## src/uart_bridge_pkg.sv

```systemverilog
`default_nettype none

package uart_bridge_pkg;

    // Serial bit timing, kept short for fast simulation
    localparam int CLKS_PER_BIT = 16;

    // Byte FIFO sizing
    localparam int RX_FIFO_DEPTH = 8;
    localparam int TX_FIFO_DEPTH = 8;
    localparam int RX_HIGH_MARK  = 6;   // RTS released at this fill level

    // Silence inside a partial frame before it is dropped
    localparam int FRAME_TIMEOUT = 2000;

    // Command bytes
    localparam logic [7:0] CMD_WRITE = 8'h57;   // 'W'
    localparam logic [7:0] CMD_READ  = 8'h52;   // 'R'

    // Register map, byte addresses
    localparam logic [7:0] ADDR_CTRL    = 8'h00;
    localparam logic [7:0] ADDR_SCRATCH = 8'h04;
    localparam logic [7:0] ADDR_STATUS  = 8'h08;
    localparam logic [7:0] ADDR_ID      = 8'h0C;

    localparam logic [31:0] ID_VALUE = 32'h5541_5254;   // "UART"

    // Response status codes
    localparam logic [7:0] ST_OK        = 8'h00;
    localparam logic [7:0] ST_BAD_ADDR  = 8'h01;
    localparam logic [7:0] ST_READ_ONLY = 8'h02;
    localparam logic [7:0] ST_BAD_CMD   = 8'h03;

    // Heartbeat LED tap
    localparam int HEARTBEAT_BIT = 10;

endpackage

`default_nettype wire

```

## src/byte_fifo.sv

```systemverilog
`default_nettype none

module byte_fifo #(
    parameter int DEPTH = 8
) (
    input  logic                       clk,
    input  logic                       rst,
    input  logic                       wr_valid,
    output logic                       wr_ready,
    input  logic [7:0]                 wr_data,
    output logic                       rd_valid,
    input  logic                       rd_ready,
    output logic [7:0]                 rd_data,
    output logic [$clog2(DEPTH+1)-1:0] level
);

    localparam int PW = $clog2(DEPTH);
    localparam int LW = $clog2(DEPTH + 1);

    logic [7:0]    mem [DEPTH];
    logic [PW-1:0] wr_ptr;
    logic [PW-1:0] rd_ptr;
    logic          do_wr;
    logic          do_rd;

    assign wr_ready = (level != LW'(DEPTH));
    assign rd_valid = (level != '0);
    assign do_wr    = wr_valid && wr_ready;
    assign do_rd    = rd_valid && rd_ready;
    assign rd_data  = mem[rd_ptr];   // Head of queue

    always_ff @(posedge clk) begin
        if (do_wr)
            mem[wr_ptr] <= wr_data;
    end

    always_ff @(posedge clk or posedge rst) begin
        if (rst) begin
            wr_ptr <= '0;
            rd_ptr <= '0;
            level  <= '0;
        end else begin
            if (do_wr)
                wr_ptr <= (wr_ptr == PW'(DEPTH - 1)) ? '0 : wr_ptr + 1'b1;
            if (do_rd)
                rd_ptr <= (rd_ptr == PW'(DEPTH - 1)) ? '0 : rd_ptr + 1'b1;
            case ({do_wr, do_rd})
                2'b10:   level <= level + 1'b1;
                2'b01:   level <= level - 1'b1;
                default: level <= level;    // Both or neither
            endcase
        end
    end

endmodule

`default_nettype wire

```

## src/frame_engine.sv

```systemverilog
`default_nettype none

module frame_engine import uart_bridge_pkg::*; (
    input  logic        clk,
    input  logic        rst,
    input  logic        in_valid,
    output logic        in_ready,
    input  logic [7:0]  in_data,
    output logic        out_valid,
    input  logic        out_ready,
    output logic [7:0]  out_data,
    output logic        bus_valid,
    output logic        bus_write,
    output logic [7:0]  bus_addr,
    output logic [31:0] bus_wdata,
    input  logic        bus_ready,
    input  logic [31:0] bus_rdata,
    input  logic [7:0]  bus_status,
    input  logic        clear_stats,
    output logic [15:0] frame_count,
    output logic [15:0] error_count
);

    localparam int TW = $clog2(FRAME_TIMEOUT);

    localparam logic [2:0] S_CMD    = 3'd0;
    localparam logic [2:0] S_ADDR   = 3'd1;
    localparam logic [2:0] S_DATA   = 3'd2;   // Write payload bytes
    localparam logic [2:0] S_BUS    = 3'd3;   // Register access pending
    localparam logic [2:0] S_STATUS = 3'd4;
    localparam logic [2:0] S_RDATA  = 3'd5;   // Read payload bytes

    logic [2:0]    state;
    logic [1:0]    byte_cnt;
    logic [TW-1:0] idle_cnt;    // Silent cycles in a partial frame
    logic [7:0]    status;
    logic [31:0]   rdata;
    logic          accept;
    logic          partial;
    logic          timeout;
    logic          status_sent;

    assign in_ready    = (state == S_CMD) || partial;
    assign accept      = in_valid && in_ready;
    assign partial     = (state == S_ADDR) || (state == S_DATA);
    assign timeout     = partial && !in_valid && (idle_cnt == TW'(FRAME_TIMEOUT - 1));
    assign bus_valid   = (state == S_BUS);
    assign out_valid   = (state == S_STATUS) || (state == S_RDATA);
    assign out_data    = (state == S_STATUS) ? status : rdata[7:0];
    assign status_sent = (state == S_STATUS) && out_ready;

    // Frame payload and response data
    always_ff @(posedge clk) begin
        if (accept) begin
            case (state)
                S_CMD: begin
                    bus_write <= (in_data == CMD_WRITE);
                    status    <= ST_BAD_CMD;    // Replaced by bus status for good commands
                end
                S_ADDR:  bus_addr <= in_data;
                default: bus_wdata <= {in_data, bus_wdata[31:8]};   // LSB first
            endcase
        end
        if (bus_valid && bus_ready) begin
            status <= bus_status;
            rdata  <= bus_rdata;
        end else if ((state == S_RDATA) && out_ready) begin
            rdata <= rdata >> 8;
        end
    end

    always_ff @(posedge clk or posedge rst) begin
        if (rst) begin
            state       <= S_CMD;
            byte_cnt    <= '0;
            idle_cnt    <= '0;
            frame_count <= '0;
            error_count <= '0;
        end else begin
            if (accept || !partial)
                idle_cnt <= '0;
            else
                idle_cnt <= idle_cnt + 1'b1;

            case (state)
                S_CMD: begin
                    if (in_valid) begin
                        if ((in_data == CMD_WRITE) || (in_data == CMD_READ))
                            state <= S_ADDR;
                        else
                            state <= S_STATUS;  // Unknown command answered at once
                    end
                end
                S_ADDR: begin
                    if (in_valid) begin
                        byte_cnt <= '0;
                        state    <= bus_write ? S_DATA : S_BUS;
                    end
                end
                S_DATA: begin
                    if (in_valid) begin
                        byte_cnt <= byte_cnt + 1'b1;
                        if (byte_cnt == 2'd3)
                            state <= S_BUS;
                    end
                end
                S_BUS: begin
                    if (bus_ready)
                        state <= S_STATUS;
                end
                S_STATUS: begin
                    if (out_ready) begin
                        byte_cnt <= '0;
                        state    <= (!bus_write && status == ST_OK) ? S_RDATA : S_CMD;
                    end
                end
                default: begin
                    if (out_ready) begin
                        byte_cnt <= byte_cnt + 1'b1;
                        if (byte_cnt == 2'd3)
                            state <= S_CMD;
                    end
                end
            endcase

            if (timeout)
                state <= S_CMD;     // Drop stalled frame silently

            // Statistics
            if (clear_stats) begin
                frame_count <= '0;
                error_count <= '0;
            end else if (status_sent && status == ST_OK) begin
                frame_count <= frame_count + 1'b1;
            end else if (status_sent || timeout) begin
                error_count <= error_count + 1'b1;
            end
        end
    end

endmodule

`default_nettype wire

```

## src/reg_block.sv

```systemverilog
`default_nettype none

module reg_block import uart_bridge_pkg::*; (
    input  logic        clk,
    input  logic        rst,
    input  logic        bus_valid,
    input  logic        bus_write,
    input  logic [7:0]  bus_addr,
    input  logic [31:0] bus_wdata,
    output logic        bus_ready,
    output logic [31:0] bus_rdata,
    output logic [7:0]  bus_status,
    output logic        clear_stats,
    input  logic [15:0] frame_count,
    input  logic [15:0] error_count
);

    logic [31:0] scratch;
    logic        req;       // New request this cycle

    // Master drops valid the cycle after ready
    assign req = bus_valid && !bus_ready;

    always_ff @(posedge clk or posedge rst) begin
        if (rst) begin
            bus_ready   <= 1'b0;
            bus_rdata   <= '0;
            bus_status  <= ST_OK;
            clear_stats <= 1'b0;
            scratch     <= '0;
        end else begin
            bus_ready   <= req;     // One cycle response
            clear_stats <= 1'b0;
            if (req) begin
                bus_rdata  <= '0;
                bus_status <= ST_OK;
                case (bus_addr)
                    ADDR_CTRL: begin
                        clear_stats <= bus_write && bus_wdata[0];   // Self clearing
                    end
                    ADDR_SCRATCH: begin
                        bus_rdata <= scratch;
                        if (bus_write)
                            scratch <= bus_wdata;
                    end
                    ADDR_STATUS: begin
                        bus_rdata <= {error_count, frame_count};
                        if (bus_write)
                            bus_status <= ST_READ_ONLY;
                    end
                    ADDR_ID: begin
                        bus_rdata <= ID_VALUE;
                        if (bus_write)
                            bus_status <= ST_READ_ONLY;
                    end
                    default: begin
                        bus_status <= ST_BAD_ADDR;  // Unmapped
                    end
                endcase
            end
        end
    end

endmodule

`default_nettype wire

```

## src/uart_bridge_top.sv

```systemverilog
`default_nettype none

module uart_bridge_top import uart_bridge_pkg::*; (
    input  logic clk,
    input  logic rst,
    input  logic uart_rx,
    output logic uart_tx,
    output logic uart_rts_n,
    input  logic uart_cts_n,
    output logic led
);

    // Receive path
    logic       rx_valid;
    logic [7:0] rx_data;
    logic       in_valid;
    logic       in_ready;
    logic [7:0] in_data;
    logic [$clog2(RX_FIFO_DEPTH+1)-1:0] rx_level;

    // Transmit path
    logic       out_valid;
    logic       out_ready;
    logic [7:0] out_data;
    logic       tx_valid;
    logic       tx_ready;
    logic [7:0] tx_data;

    // Register bus
    logic        bus_valid;
    logic        bus_write;
    logic [7:0]  bus_addr;
    logic [31:0] bus_wdata;
    logic        bus_ready;
    logic [31:0] bus_rdata;
    logic [7:0]  bus_status;

    logic        clear_stats;
    logic [15:0] frame_count;
    logic [15:0] error_count;
    logic [HEARTBEAT_BIT:0] hb_cnt;

    uart_rx u_rx (
        .clk      (clk),
        .rst      (rst),
        .rxd      (uart_rx),
        .rx_valid (rx_valid),
        .rx_data  (rx_data)
    );

    // Bytes arriving while full are lost, RTS keeps the host off
    byte_fifo #(.DEPTH(RX_FIFO_DEPTH)) u_rx_fifo (
        .clk      (clk),
        .rst      (rst),
        .wr_valid (rx_valid),
        .wr_ready (),
        .wr_data  (rx_data),
        .rd_valid (in_valid),
        .rd_ready (in_ready),
        .rd_data  (in_data),
        .level    (rx_level)
    );

    frame_engine u_engine (
        .clk         (clk),
        .rst         (rst),
        .in_valid    (in_valid),
        .in_ready    (in_ready),
        .in_data     (in_data),
        .out_valid   (out_valid),
        .out_ready   (out_ready),
        .out_data    (out_data),
        .bus_valid   (bus_valid),
        .bus_write   (bus_write),
        .bus_addr    (bus_addr),
        .bus_wdata   (bus_wdata),
        .bus_ready   (bus_ready),
        .bus_rdata   (bus_rdata),
        .bus_status  (bus_status),
        .clear_stats (clear_stats),
        .frame_count (frame_count),
        .error_count (error_count)
    );

    reg_block u_regs (
        .clk         (clk),
        .rst         (rst),
        .bus_valid   (bus_valid),
        .bus_write   (bus_write),
        .bus_addr    (bus_addr),
        .bus_wdata   (bus_wdata),
        .bus_ready   (bus_ready),
        .bus_rdata   (bus_rdata),
        .bus_status  (bus_status),
        .clear_stats (clear_stats),
        .frame_count (frame_count),
        .error_count (error_count)
    );

    byte_fifo #(.DEPTH(TX_FIFO_DEPTH)) u_tx_fifo (
        .clk      (clk),
        .rst      (rst),
        .wr_valid (out_valid),
        .wr_ready (out_ready),
        .wr_data  (out_data),
        .rd_valid (tx_valid),
        .rd_ready (tx_ready),
        .rd_data  (tx_data),
        .level    ()
    );

    uart_tx u_tx (
        .clk      (clk),
        .rst      (rst),
        .tx_valid (tx_valid),
        .tx_data  (tx_data),
        .tx_ready (tx_ready),
        .cts_n    (uart_cts_n),
        .txd      (uart_tx)
    );

    // RTS released near full, heartbeat free running
    always_ff @(posedge clk or posedge rst) begin
        if (rst) begin
            uart_rts_n <= 1'b1;     // Not ready during reset
            hb_cnt     <= '0;
        end else begin
            uart_rts_n <= (rx_level >= RX_HIGH_MARK);
            hb_cnt     <= hb_cnt + 1'b1;
        end
    end

    assign led = hb_cnt[HEARTBEAT_BIT];

endmodule

`default_nettype wire

```

## src/uart_rx.sv

```systemverilog
`default_nettype none

module uart_rx import uart_bridge_pkg::*; (
    input  logic       clk,
    input  logic       rst,
    input  logic       rxd,
    output logic       rx_valid,
    output logic [7:0] rx_data
);

    localparam int CW = $clog2(CLKS_PER_BIT);

    // State encoding
    localparam logic [1:0] RX_IDLE  = 2'd0;
    localparam logic [1:0] RX_START = 2'd1;
    localparam logic [1:0] RX_DATA  = 2'd2;
    localparam logic [1:0] RX_STOP  = 2'd3;

    logic          rxd_m;       // First sync stage
    logic          rxd_s;       // Synchronized line
    logic          rxd_d;       // Previous synchronized value
    logic [1:0]    state;
    logic [CW-1:0] clk_cnt;     // Cycles within current bit
    logic [2:0]    bit_cnt;     // Data bit index

    always_ff @(posedge clk or posedge rst) begin
        if (rst) begin
            rxd_m    <= 1'b1;
            rxd_s    <= 1'b1;
            rxd_d    <= 1'b1;
            state    <= RX_IDLE;
            clk_cnt  <= '0;
            bit_cnt  <= '0;
            rx_valid <= 1'b0;
            rx_data  <= '0;
        end else begin
            rxd_m    <= rxd;
            rxd_s    <= rxd_m;
            rxd_d    <= rxd_s;
            rx_valid <= 1'b0;   // Single cycle pulse
            case (state)
                RX_IDLE: begin
                    if (rxd_d && !rxd_s) begin   // Falling edge of start bit
                        state   <= RX_START;
                        clk_cnt <= '0;
                    end
                end
                RX_START: begin
                    if (clk_cnt == CW'(CLKS_PER_BIT / 2 - 1)) begin
                        clk_cnt <= '0;
                        bit_cnt <= '0;
                        // Glitch if the line went back high
                        state   <= rxd_s ? RX_IDLE : RX_DATA;
                    end else begin
                        clk_cnt <= clk_cnt + 1'b1;
                    end
                end
                RX_DATA: begin
                    if (clk_cnt == CW'(CLKS_PER_BIT - 1)) begin
                        clk_cnt <= '0;
                        rx_data <= {rxd_s, rx_data[7:1]};   // LSB first
                        bit_cnt <= bit_cnt + 1'b1;
                        if (bit_cnt == 3'd7)
                            state <= RX_STOP;
                    end else begin
                        clk_cnt <= clk_cnt + 1'b1;
                    end
                end
                default: begin
                    if (clk_cnt == CW'(CLKS_PER_BIT - 1)) begin
                        clk_cnt  <= '0;
                        rx_valid <= rxd_s;   // Framing error drops the byte
                        state    <= RX_IDLE;
                    end else begin
                        clk_cnt <= clk_cnt + 1'b1;
                    end
                end
            endcase
        end
    end

endmodule

`default_nettype wire

```

## src/uart_tx.sv

```systemverilog
`default_nettype none

module uart_tx import uart_bridge_pkg::*; (
    input  logic       clk,
    input  logic       rst,
    input  logic       tx_valid,
    input  logic [7:0] tx_data,
    output logic       tx_ready,
    input  logic       cts_n,
    output logic       txd
);

    localparam int CW = $clog2(CLKS_PER_BIT);

    logic          cts_m;
    logic          cts_s;       // Synchronized CTS
    logic          busy;
    logic [9:0]    shreg;       // Stop, data, start
    logic [3:0]    bit_cnt;
    logic [CW-1:0] clk_cnt;

    assign tx_ready = !busy && !cts_s;  // New byte only when peer is ready
    assign txd      = shreg[0];         // Idle shreg is all ones

    always_ff @(posedge clk or posedge rst) begin
        if (rst) begin
            cts_m   <= 1'b1;
            cts_s   <= 1'b1;
            busy    <= 1'b0;
            shreg   <= '1;
            bit_cnt <= '0;
            clk_cnt <= '0;
        end else begin
            cts_m <= cts_n;
            cts_s <= cts_m;
            if (!busy) begin
                if (tx_valid && tx_ready) begin
                    shreg   <= {1'b1, tx_data, 1'b0};
                    busy    <= 1'b1;
                    bit_cnt <= '0;
                    clk_cnt <= '0;
                end
            end else if (clk_cnt == CW'(CLKS_PER_BIT - 1)) begin
                clk_cnt <= '0;
                shreg   <= {1'b1, shreg[9:1]};   // Refill with idle level
                if (bit_cnt == 4'd9)
                    busy <= 1'b0;                // Stop bit done
                else
                    bit_cnt <= bit_cnt + 1'b1;
            end else begin
                clk_cnt <= clk_cnt + 1'b1;
            end
        end
    end

endmodule

`default_nettype wire
```

## config.mk

```make
export PLATFORM = sky130hd
export DESIGN_NAME = uart_bridge_top
export DESIGN_NICKNAME = d
export VERILOG_FILES = /design/src/uart_bridge_pkg.sv /design/src/byte_fifo.sv /design/src/frame_engine.sv /design/src/reg_block.sv /design/src/uart_bridge_top.sv /design/src/uart_rx.sv /design/src/uart_tx.sv
export SDC_FILE = /design/constraint.sdc
export NUM_CORES = 1
export LEC_CHECK = 0
export ABC_CLOCK_PERIOD_IN_PS = 5300
export BUFFER_PORTS_ARGS = -buffer_cell sky130_fd_sc_hd__buf_4
export CAP_MARGIN = 25
export CORE_MARGIN = 5
export CORE_UTILIZATION = 57
export DETAILED_ROUTE_END_ITERATION = 12
export GPL_TIMING_DRIVEN = 1
export PLACE_DENSITY = 0.83
export SYNTH_ARGS = -nofsm -noshare
export SYNTH_HDL_FRONTEND = slang
export SYNTH_SLANG_ARGS = --single-unit
export TNS_END_PERCENT = 20
```

## constraint.sdc

```tcl
create_clock -name clk -period 5.3 [get_ports clk]
set_input_delay 0.265 -clock clk [delete_from_list [all_inputs] [get_ports clk]]
set_output_delay 0.265 -clock clk [all_outputs]
set_load 0.02 [all_outputs]
```

=== Word-level counts from Yosys, hierarchy flattened ===
Memory sizes are Yosys's and may differ from the RTL's.
Cells that the tools add are included.

* Register bits after elaboration: 277
* RAM bits: 128
* Logic and storage cells: 243
* Memories: 2
* Input bits: 4
* Output and inout bits: 3

{| class="wikitable"
|+ Memories
! name !! words !! width !! rd ports !! clocked after Yosys merged registers in !! write ports !! line !! text
|-
| u_rx_fifo.mem || 8 || 8 || 1 || 0 || 1 || byte_fifo.sv:20 || <nowiki>logic [7:0] mem [DEPTH];</nowiki>
|-
| u_tx_fifo.mem || 8 || 8 || 1 || 0 || 1 || byte_fifo.sv:20 ||
|}

* Magnitude comparators: 1
* Mux-type cells: 74
* Add/subtract/negate cells: 17
* Reduce and logical (&&, ||, !) cells: 65
* Bitwise logic cells: 2
* Equality and inequality tests: 45

{| class="wikitable"
|+ Operator list
! cell !! count
|-
| 32-bit case mux with 3 select lines || 1
|-
| 16-bit 2-to-1 mux || 5
|-
| 32-bit 2-to-1 mux || 2
|-
| 3-bit 2-to-1 mux || 17
|-
| 4-bit 2-to-1 mux || 9
|-
| 16-bit by 1-bit adder with 16-bit output, second input constant || 2
|-
| 8-bit 2-to-1 mux || 4
|-
| 10-bit 2-to-1 mux || 3
|-
| 4-bit case mux with 2 select lines || 3
|-
| 11-bit by 1-bit adder with 11-bit output, second input constant || 2
|-
| 2-bit 2-to-1 mux || 11
|-
| 3-bit equality test, second input constant || 7
|-
| 4-bit by 1-bit adder with 4-bit output, second input constant || 5
|-
| 2-bit nonzero test || 9
|-
| 8-bit by 4-bit equality test with 1-bit output, second input constant || 2
|-
| 8-bit by 7-bit equality test with 1-bit output, second input constant || 2
|-
| 8-bit logical NOT || 2
|-
| 2-bit by 1-bit inequality test with 1-bit output, second input constant || 8
|-
| 8-bit case mux with 2 select lines || 1
|-
| 3-bit by 1-bit adder with 3-bit output, second input constant || 5
|-
| 1-bit logical AND || 15
|-
| 3-bit case mux with 5 select lines || 1
|-
| 2-bit AND reduction || 7
|-
| 1-bit 2-to-1 mux || 13
|-
| other kinds (32) || 68
|}

=== Logic depth before layout (Yosys ltp) ===
* Word-level depth: 8
* Mapped depth: 11
* Depth with buffers taken out: 10

=== Hierarchy ===
Synthesis repeated with hierarchy kept, for this count alone.

* Cells, all modules: 1,227
* Area total of the unflattened synthesis: 17,421.7 µm²

{| class="wikitable"
|+ Modules (own cells, without submodules)
! module !! times used !! area an instance (µm²) !! cells an instance !! sequential area each (µm²)
|-
| frame_engine || 1 || 5,604.1 || 442 || 3,633.5
|-
| byte_fifo at u_rx_fifo || 1 || 3,161.8 || 159 || 2,172.1
|-
| byte_fifo at u_tx_fifo || 1 || 3,150.5 || 162 || 2,172.1
|-
| reg_block || 1 || 3,006.6 || 253 || 1,701.6
|-
| uart_rx || 1 || 1,037.2 || 85 || 529.3
|-
| uart_tx || 1 || 984.7 || 90 || 514.2
|-
| uart_bridge_top || 1 || 476.7 || 36 || 301.5
|}

=== Worst setup path after synthesis ===
Ideal clock, no wire load.

* Path type: register -> register
* From: reg u_engine.state[1]
* To: reg u_engine.rdata[0], enable pin
* Stages on the path, launching flop included: 5
* Setup time: 466 ps
* Path buffers: 1
* Clock period less this slack: 4,039 ps
* Data required time: 4,834 ps
* Arrival time: 3,573 ps
* Path slack: 1,261 ps
* Cells stage by stage: dfrtp_1 clkbuf_1 nor3_1 clkinv_1 o21ai_0

* Cells in the longest elaborated chain, start to end: 3
* Elaborated cells on any way between the ends: 5
* Those cells by class: 2 x eq/ne; 3 x reduce/logical

{| class="wikitable"
|+ Ends and longest elaborated chain
! item !! line !! text
|-
| start: declaration || frame_engine.sv:33 || <nowiki>logic [2:0] state;</nowiki>
|-
| start signal: assignment || frame_engine.sv:97 || <nowiki>state <= bus_write ? S_DATA : S_BUS;</nowiki>
|-
| start signal: assignment || frame_engine.sv:114 || <nowiki>state <= (!bus_write && status == ST_OK) ? S_RDATA : S_CMD;</nowiki>
|-
| 3-bit equality test / 3-bit by 2-bit equality test with 1-bit output (equally long branches) || frame_engine.sv:67, frame_engine.sv:47 ||
|-
| 1-bit logical AND (on tied branches) || frame_engine.sv:67, frame_engine.sv:64 ||
|-
| 2-bit nonzero test (no line) * || n/a ||
|-
| end signal: assignment || frame_engine.sv:66 || <nowiki>rdata <= bus_rdata;</nowiki>
|-
| end signal: assignment || frame_engine.sv:68 || <nowiki>rdata <= rdata >> 8;</nowiki>
|-
| end: declaration || frame_engine.sv:37 || <nowiki>logic [31:0] rdata;</nowiki>
|}

Every way passes the cells marked *; elsewhere a longest branch is shown, timed or not.
A chain may end at the register's enable or synchronous reset.

=== Worst setup path after layout ===
* From: reg u_engine.state[2]
* To: reg u_tx_fifo.level[3]

* Cells in the longest elaborated chain, start to end: 5
* Elaborated cells on any way between the ends: 8
* Those cells by class: 4 x eq/ne; 1 x mux; 3 x reduce/logical

{| class="wikitable"
|+ Ends and longest elaborated chain
! item !! line !! text
|-
| 3-bit equality test || frame_engine.sv:48 || <nowiki>assign out_valid = (state == S_STATUS) || (state == S_RDATA);</nowiki>
|-
| 1-bit logical OR * || frame_engine.sv:48 ||
|-
| 1-bit logical AND * || byte_fifo.sv:28 || <nowiki>assign do_wr = wr_valid && wr_ready;</nowiki>
|-
| 2-bit by 1-bit equality test with 1-bit output / 2-bit equality test (equally long branches) || byte_fifo.sv:47 || <nowiki>case ({do_wr, do_rd})</nowiki>
|-
| 4-bit case mux with 2 select lines / 2-bit nonzero test (equally long branches) || n/a ||
|-
| end signal: assignment || byte_fifo.sv:48 || <nowiki>2'b10: level <= level + 1'b1;</nowiki>
|-
| end signal: assignment || byte_fifo.sv:49 || <nowiki>2'b01: level <= level - 1'b1;</nowiki>
|-
| end signal: assignment || byte_fifo.sv:50 || <nowiki>default: level <= level;</nowiki>
|-
| end: declaration || byte_fifo.sv:14 || <nowiki>output logic [$clog2(DEPTH+1)-1:0] level</nowiki>
|}

Marks and branches as above.

==> impl_metrics.csv <==
group,metric,value,unit
run_status,outcome,"finished, violations left",
run_status,failed_checks,"negative hold slack",
clock_tree,tritoncts,"yes",
grt,grt-ovfl-total,0,
detailed_routing,routed_wl,31600,um
cells_and_area,n_fill_cell,1973,
worst_setup_path,crit_path_end_kind,"register",
power,p_int,6200,uW
sta,maxSlewViolCount,0,
logic_synthesis,synth.avg_cell_area,13.4,um2
sta,finClkSkew,0.0261,ns
cells_and_area,area_growth,12.1,%
worst_setup_path,worst_ep_required_time,5.72,ns
die,num_rows,62,
cells_and_area,utilization,0.643,
power,combPwrFrac,0.197,
worst_setup_path,cp.arrival,3.56,ns
logic_synthesis,synth_edf_count,203,
grt,grt.total_usage,0.206,
worst_setup_path,path_max_fanout,16,
detailed_routing,viasPerCell,5.81,
logic_synthesis,syn_nets,1254,
logic_synthesis,ys_warn_count,0,
grt,grt_pass1_vias,9902,
clock_tree,clockBufferDepth,3,
die,io-pin-count,7,
clock_tree,hold_buffers,2,
logic_synthesis,ys_seq_area_frac,0.663,
power,leakagePower,0.00724,uW
sta,setup_viol,0,
detailed_routing,wl_met1,12900,um
sta,whs,-0.00227,ns
hold_path,hold_class,"input pin to async pin",
grt,antenna_found_initial,0,
placed_design,dp_hpwl,20000,um
die,floorplan.initialDensity,0.574,
detailed_routing,drt_iter0_drc,956,
die,die_h,179,um
power,seq_power_share,0.473,
power,switchingPower,2540,uW
logic_synthesis,netlist_instances,1220,
sta,relSlewSlack,0.315,
logic_synthesis,ys.flop_type,"edfxtp_1",
sta,grt_setup_unrepaired,"no",
clock_tree,cts_root_buf,"clkbuf_16",
worst_setup_path,slowest_delay,0.64,ns
run,drv_cap,0,
worst_setup_path,cp_top_family,"flip-flops",
worst_setup_path,r2r_start,"u_engine.state[2]$_DFFE_PP0P_",
die,core_area,28500,um2
worst_setup_path,rr_endpoint,"u_tx_fifo.level[3]$_DFFE_PP0P_",
cells_and_area,drive_gt1_frac,0.164,
logic_synthesis,ys_async_sr_fraction,0.482,
placed_design,place_congestion,0.830,
logic_synthesis,synth.ff_latch_count,392,
worst_setup_path,path_common_cell,"ha_1",
logic_synthesis,synth_area,16300,um2
power,sw_frac_of_total,0.290,
sta,period_share,0.594,
detailed_routing,antenna_left,0,
sta,tightest_slew,1.03,ns
die,die_width,179,um
worst_setup_path,startpoint_type,"register",
power,cellPowerDensity,477,nW/um2
logic_synthesis,ys_types,62,
worst_setup_path,r2r_slack,2.15,ns
detailed_routing,wl_met2,16200,um
grt,grt_start_max_net_pins,190,
clock_tree,clk_latency,0.53,ns
detailed_routing,dr.max_layer_used,"met4",
worst_setup_path,critical_path_class,"register to register",
sta,period_needed,3.15,ns
cells_and_area,fin_cells,1655,
clock_tree,post_cts_resized,0,
grt,grt_pass1_wl,52100,um
cells_and_area,multi_input_area,5220,um2
clock_tree,clock-sinks,392,
detailed_routing,vias,9622,
detailed_routing,firstDrtPassIters,5,
worst_setup_path,slowest_stage,"dfrtp_1",
cells_and_area,diodes,0,
clock_tree,cts_made_buffers,41,
worst_setup_path,crit_path_cell_trace,"inv_1 > nor3_1 > clkinv_1 > ha_1 > ha_1 > a21o_1 > a21oi_1 > xnor2_1 > nor2_1 > xor2_1",
die,die_area,32200,um2
clock_tree,htreeDepth,2,
detailed_routing,routed-wl-met3,1390,um
sta,setup_tns,0,ns
worst_setup_path,reg2reg_depth,10,
power,p_clk_frac,0.329,
cells_and_area,ff_latch_area,10800,um2
detailed_routing,drc_errors,0,
clock_tree,post_cts_buffers,0,
placed_design,dpl.cell_count,1576,
power,ir_drop,312,uV
worst_setup_path,crit_buf_inv,2,
cells_and_area,fin_nets,1273,
sta,final-hold-violation-count,7,
sta,clock.fmax,0.318,GHz
clock_tree,clkTransAtPathRegs,0.06,ns
detailed_routing,post_drt_wl_per_cell,19.1,um
placed_design,io_buffers,6,
## through the flow
stage          instance area [um2]  total power (uW)  setup slack (ns)
2_1_floorplan                16300              5380              1.26
3_3_place_gp                 16800              5730              2.12
3_5_place_dp                 16900              5890              1.99
4_1_cts                      18300              8810              1.88
5_1_grt                      18300              9180              1.85
6_report                     18300              8740              2.15
## how the worst max path moves through the flow
stage,start,endpoint,slack (ns),depth (start not counted)
after floorplan,u_engine.state[1]$_DFFE_PP0P_,u_engine.rdata[0]$_DFFE_PP_,1.26,4
after global placement,u_engine.state[1]$_DFFE_PP0P_,u_engine.state[0]$_DFFE_PP0P_,2.12,6
after detailed placement,u_engine.state[1]$_DFFE_PP0P_,u_engine.state[0]$_DFFE_PP0P_,1.99,6
after CTS,u_engine.state[1]$_DFFE_PP0P_,u_engine.state[0]$_DFFE_PP0P_,1.88,6
after global routing,u_engine.state[2]$_DFFE_PP0P_,u_tx_fifo.level[3]$_DFFE_PP0P_,1.85,10
final,u_engine.state[2]$_DFFE_PP0P_,u_tx_fifo.level[3]$_DFFE_PP0P_,2.15,10
## state kept, by name, summed over array words and instances, names as in the netlist, 4 cells and up
| register | flops |
|---|---|
| u_engine.bus_addr | 8 |
| u_tx.shreg | 9 |
| u_tx.bit_cnt | 4 |
| u_regs.scratch | 32 |
| u_engine.idle_cnt | 11 |
| u_tx_fifo.mem | 64 |
| u_rx.rx_data | 8 |
| u_engine.rdata | 32 |
| u_tx_fifo.level | 4 |
| u_engine.error_count | 16 |
| u_engine.bus_wdata | 32 |
| u_engine.frame_count | 16 |
| u_tx.clk_cnt | 4 |
| u_rx_fifo.mem | 64 |
| u_regs.bus_rdata | 32 |
| u_rx_fifo.level | 4 |
| u_rx.clk_cnt | 4 |
| hb_cnt | 11 |
## Yosys cell counts (9+ instances only)
cell type / number / area [um2]
and2_1: 16 / 100
inv_1: 21 / 78.8
edfxtp_1: 203 / 6100
buf_2: 9 / 45.0
nand4_1: 14 / 87.6
xnor2_1: 27 / 236
dfstp_2: 15 / 394
o21ai_0: 60 / 300
nand2_1: 178 / 668
a21oi_1: 34 / 170
nor2_1: 88 / 330
clkbuf_1: 40 / 150
dfrtp_1: 174 / 4350
nor3_1: 26 / 130
a22oi_1: 23 / 173
and3_1: 19 / 119
o31ai_1: 14 / 105
ha_1: 29 / 363
mux2i_1: 13 / 130
nand3_1: 25 / 125
mux4_2: 32 / 721
xor2_1: 33 / 289
or3_1: 10 / 62.6
mux2_2: 54 / 608
## logic make-up (layout without fill, tap and decap cells)
| group | Yosys count | count (layout) | share of synthesized area |
|---|---|---|---|
| AOI/OAI and AO/OA | 150 | 150 | 0.0557 |
| xor gates and xnor gates | 60 | 60 | 0.0322 |
| adders and majority gates | 30 | 30 | 0.0234 |
| buffers and inverters | 75 | 126 | 0.0186 |
| DFF | 392 | 392 | 0.663 |
| muxes | 100 | 100 | 0.0899 |
| and+or+nand+nor | 413 | 413 | 0.117 |
## power by group through the flow
stage               registers, uW  logic, uW  clock network, uW
global placement             4210       1520                  0
floorplan                    3950       1430                  0
detailed placement           4180       1710                  0
finish                       4140       1730               2880
CTS                          4130       1750               2930
global route                 4190       1930               3070
## layout make-up
| class | count | area share |
|---|---|---|
| well taps | 384 | 0.0262 |
| multi-input cells | 753 | 0.285 |
| inverters | 23 | 0.00492 |
| flip-flops and latches | 392 | 0.592 |
| clock buffers | 54 | 0.0637 |
| repair buffers | 28 | 0.0165 |
| clock inverters | 21 | 0.0118 |
## worst reg2reg max path: cells and delay by family, from the launching register on
family | cells | cell delay [ns]
AO/OA/AOI/OAI | 2 | 0.34
buffers and inverters | 2 | 0.65
AND/OR/NAND/NOR | 2 | 0.52
XOR/XNOR | 2 | 0.27
adder cells (fa/ha/maj) | 2 | 0.61
flip-flops | 1 | 0.64
## placed cells by master, fill, tap and decap left out, types with 3 or more instances in the layout
cell        count
edfxtp_1      203
nand2_1       178
dfrtp_1       174
nor2_1         88
o21ai_0        59
mux2_2         54
clkbuf_16      43
a21oi_1        34
xor2_1         33
mux4_2         32
ha_1           29
xnor2_1        27
nand3_1        25
nor3_1         24
a22oi_1        23
inv_1          20
and3_1         19
buf_4          19
and2_1         16
dfstp_2        15
nand4_1        14
o31ai_1        14
mux2i_1        13
or3_1          10
nand2b_1        8
clkinv_2        7
nor4_1          6
clkinvlp_4      6
clkbuf_1        6
clkbuf_8        5
nor2b_1         4
a21o_1          4
clkinv_1        3
or2_2           3
bufinv_16       3
buf_16          3
## layer usage
layer | vias up | GRT usage
li1 | 4440 | -
met3 | 87 | 0.0321
met1 | 4811 | 0.270
met5 | - | 0
met4 | 0 | 0.0784
met2 | 284 | 0.352
Note: power is estimated with default switching activity, not from simulation.
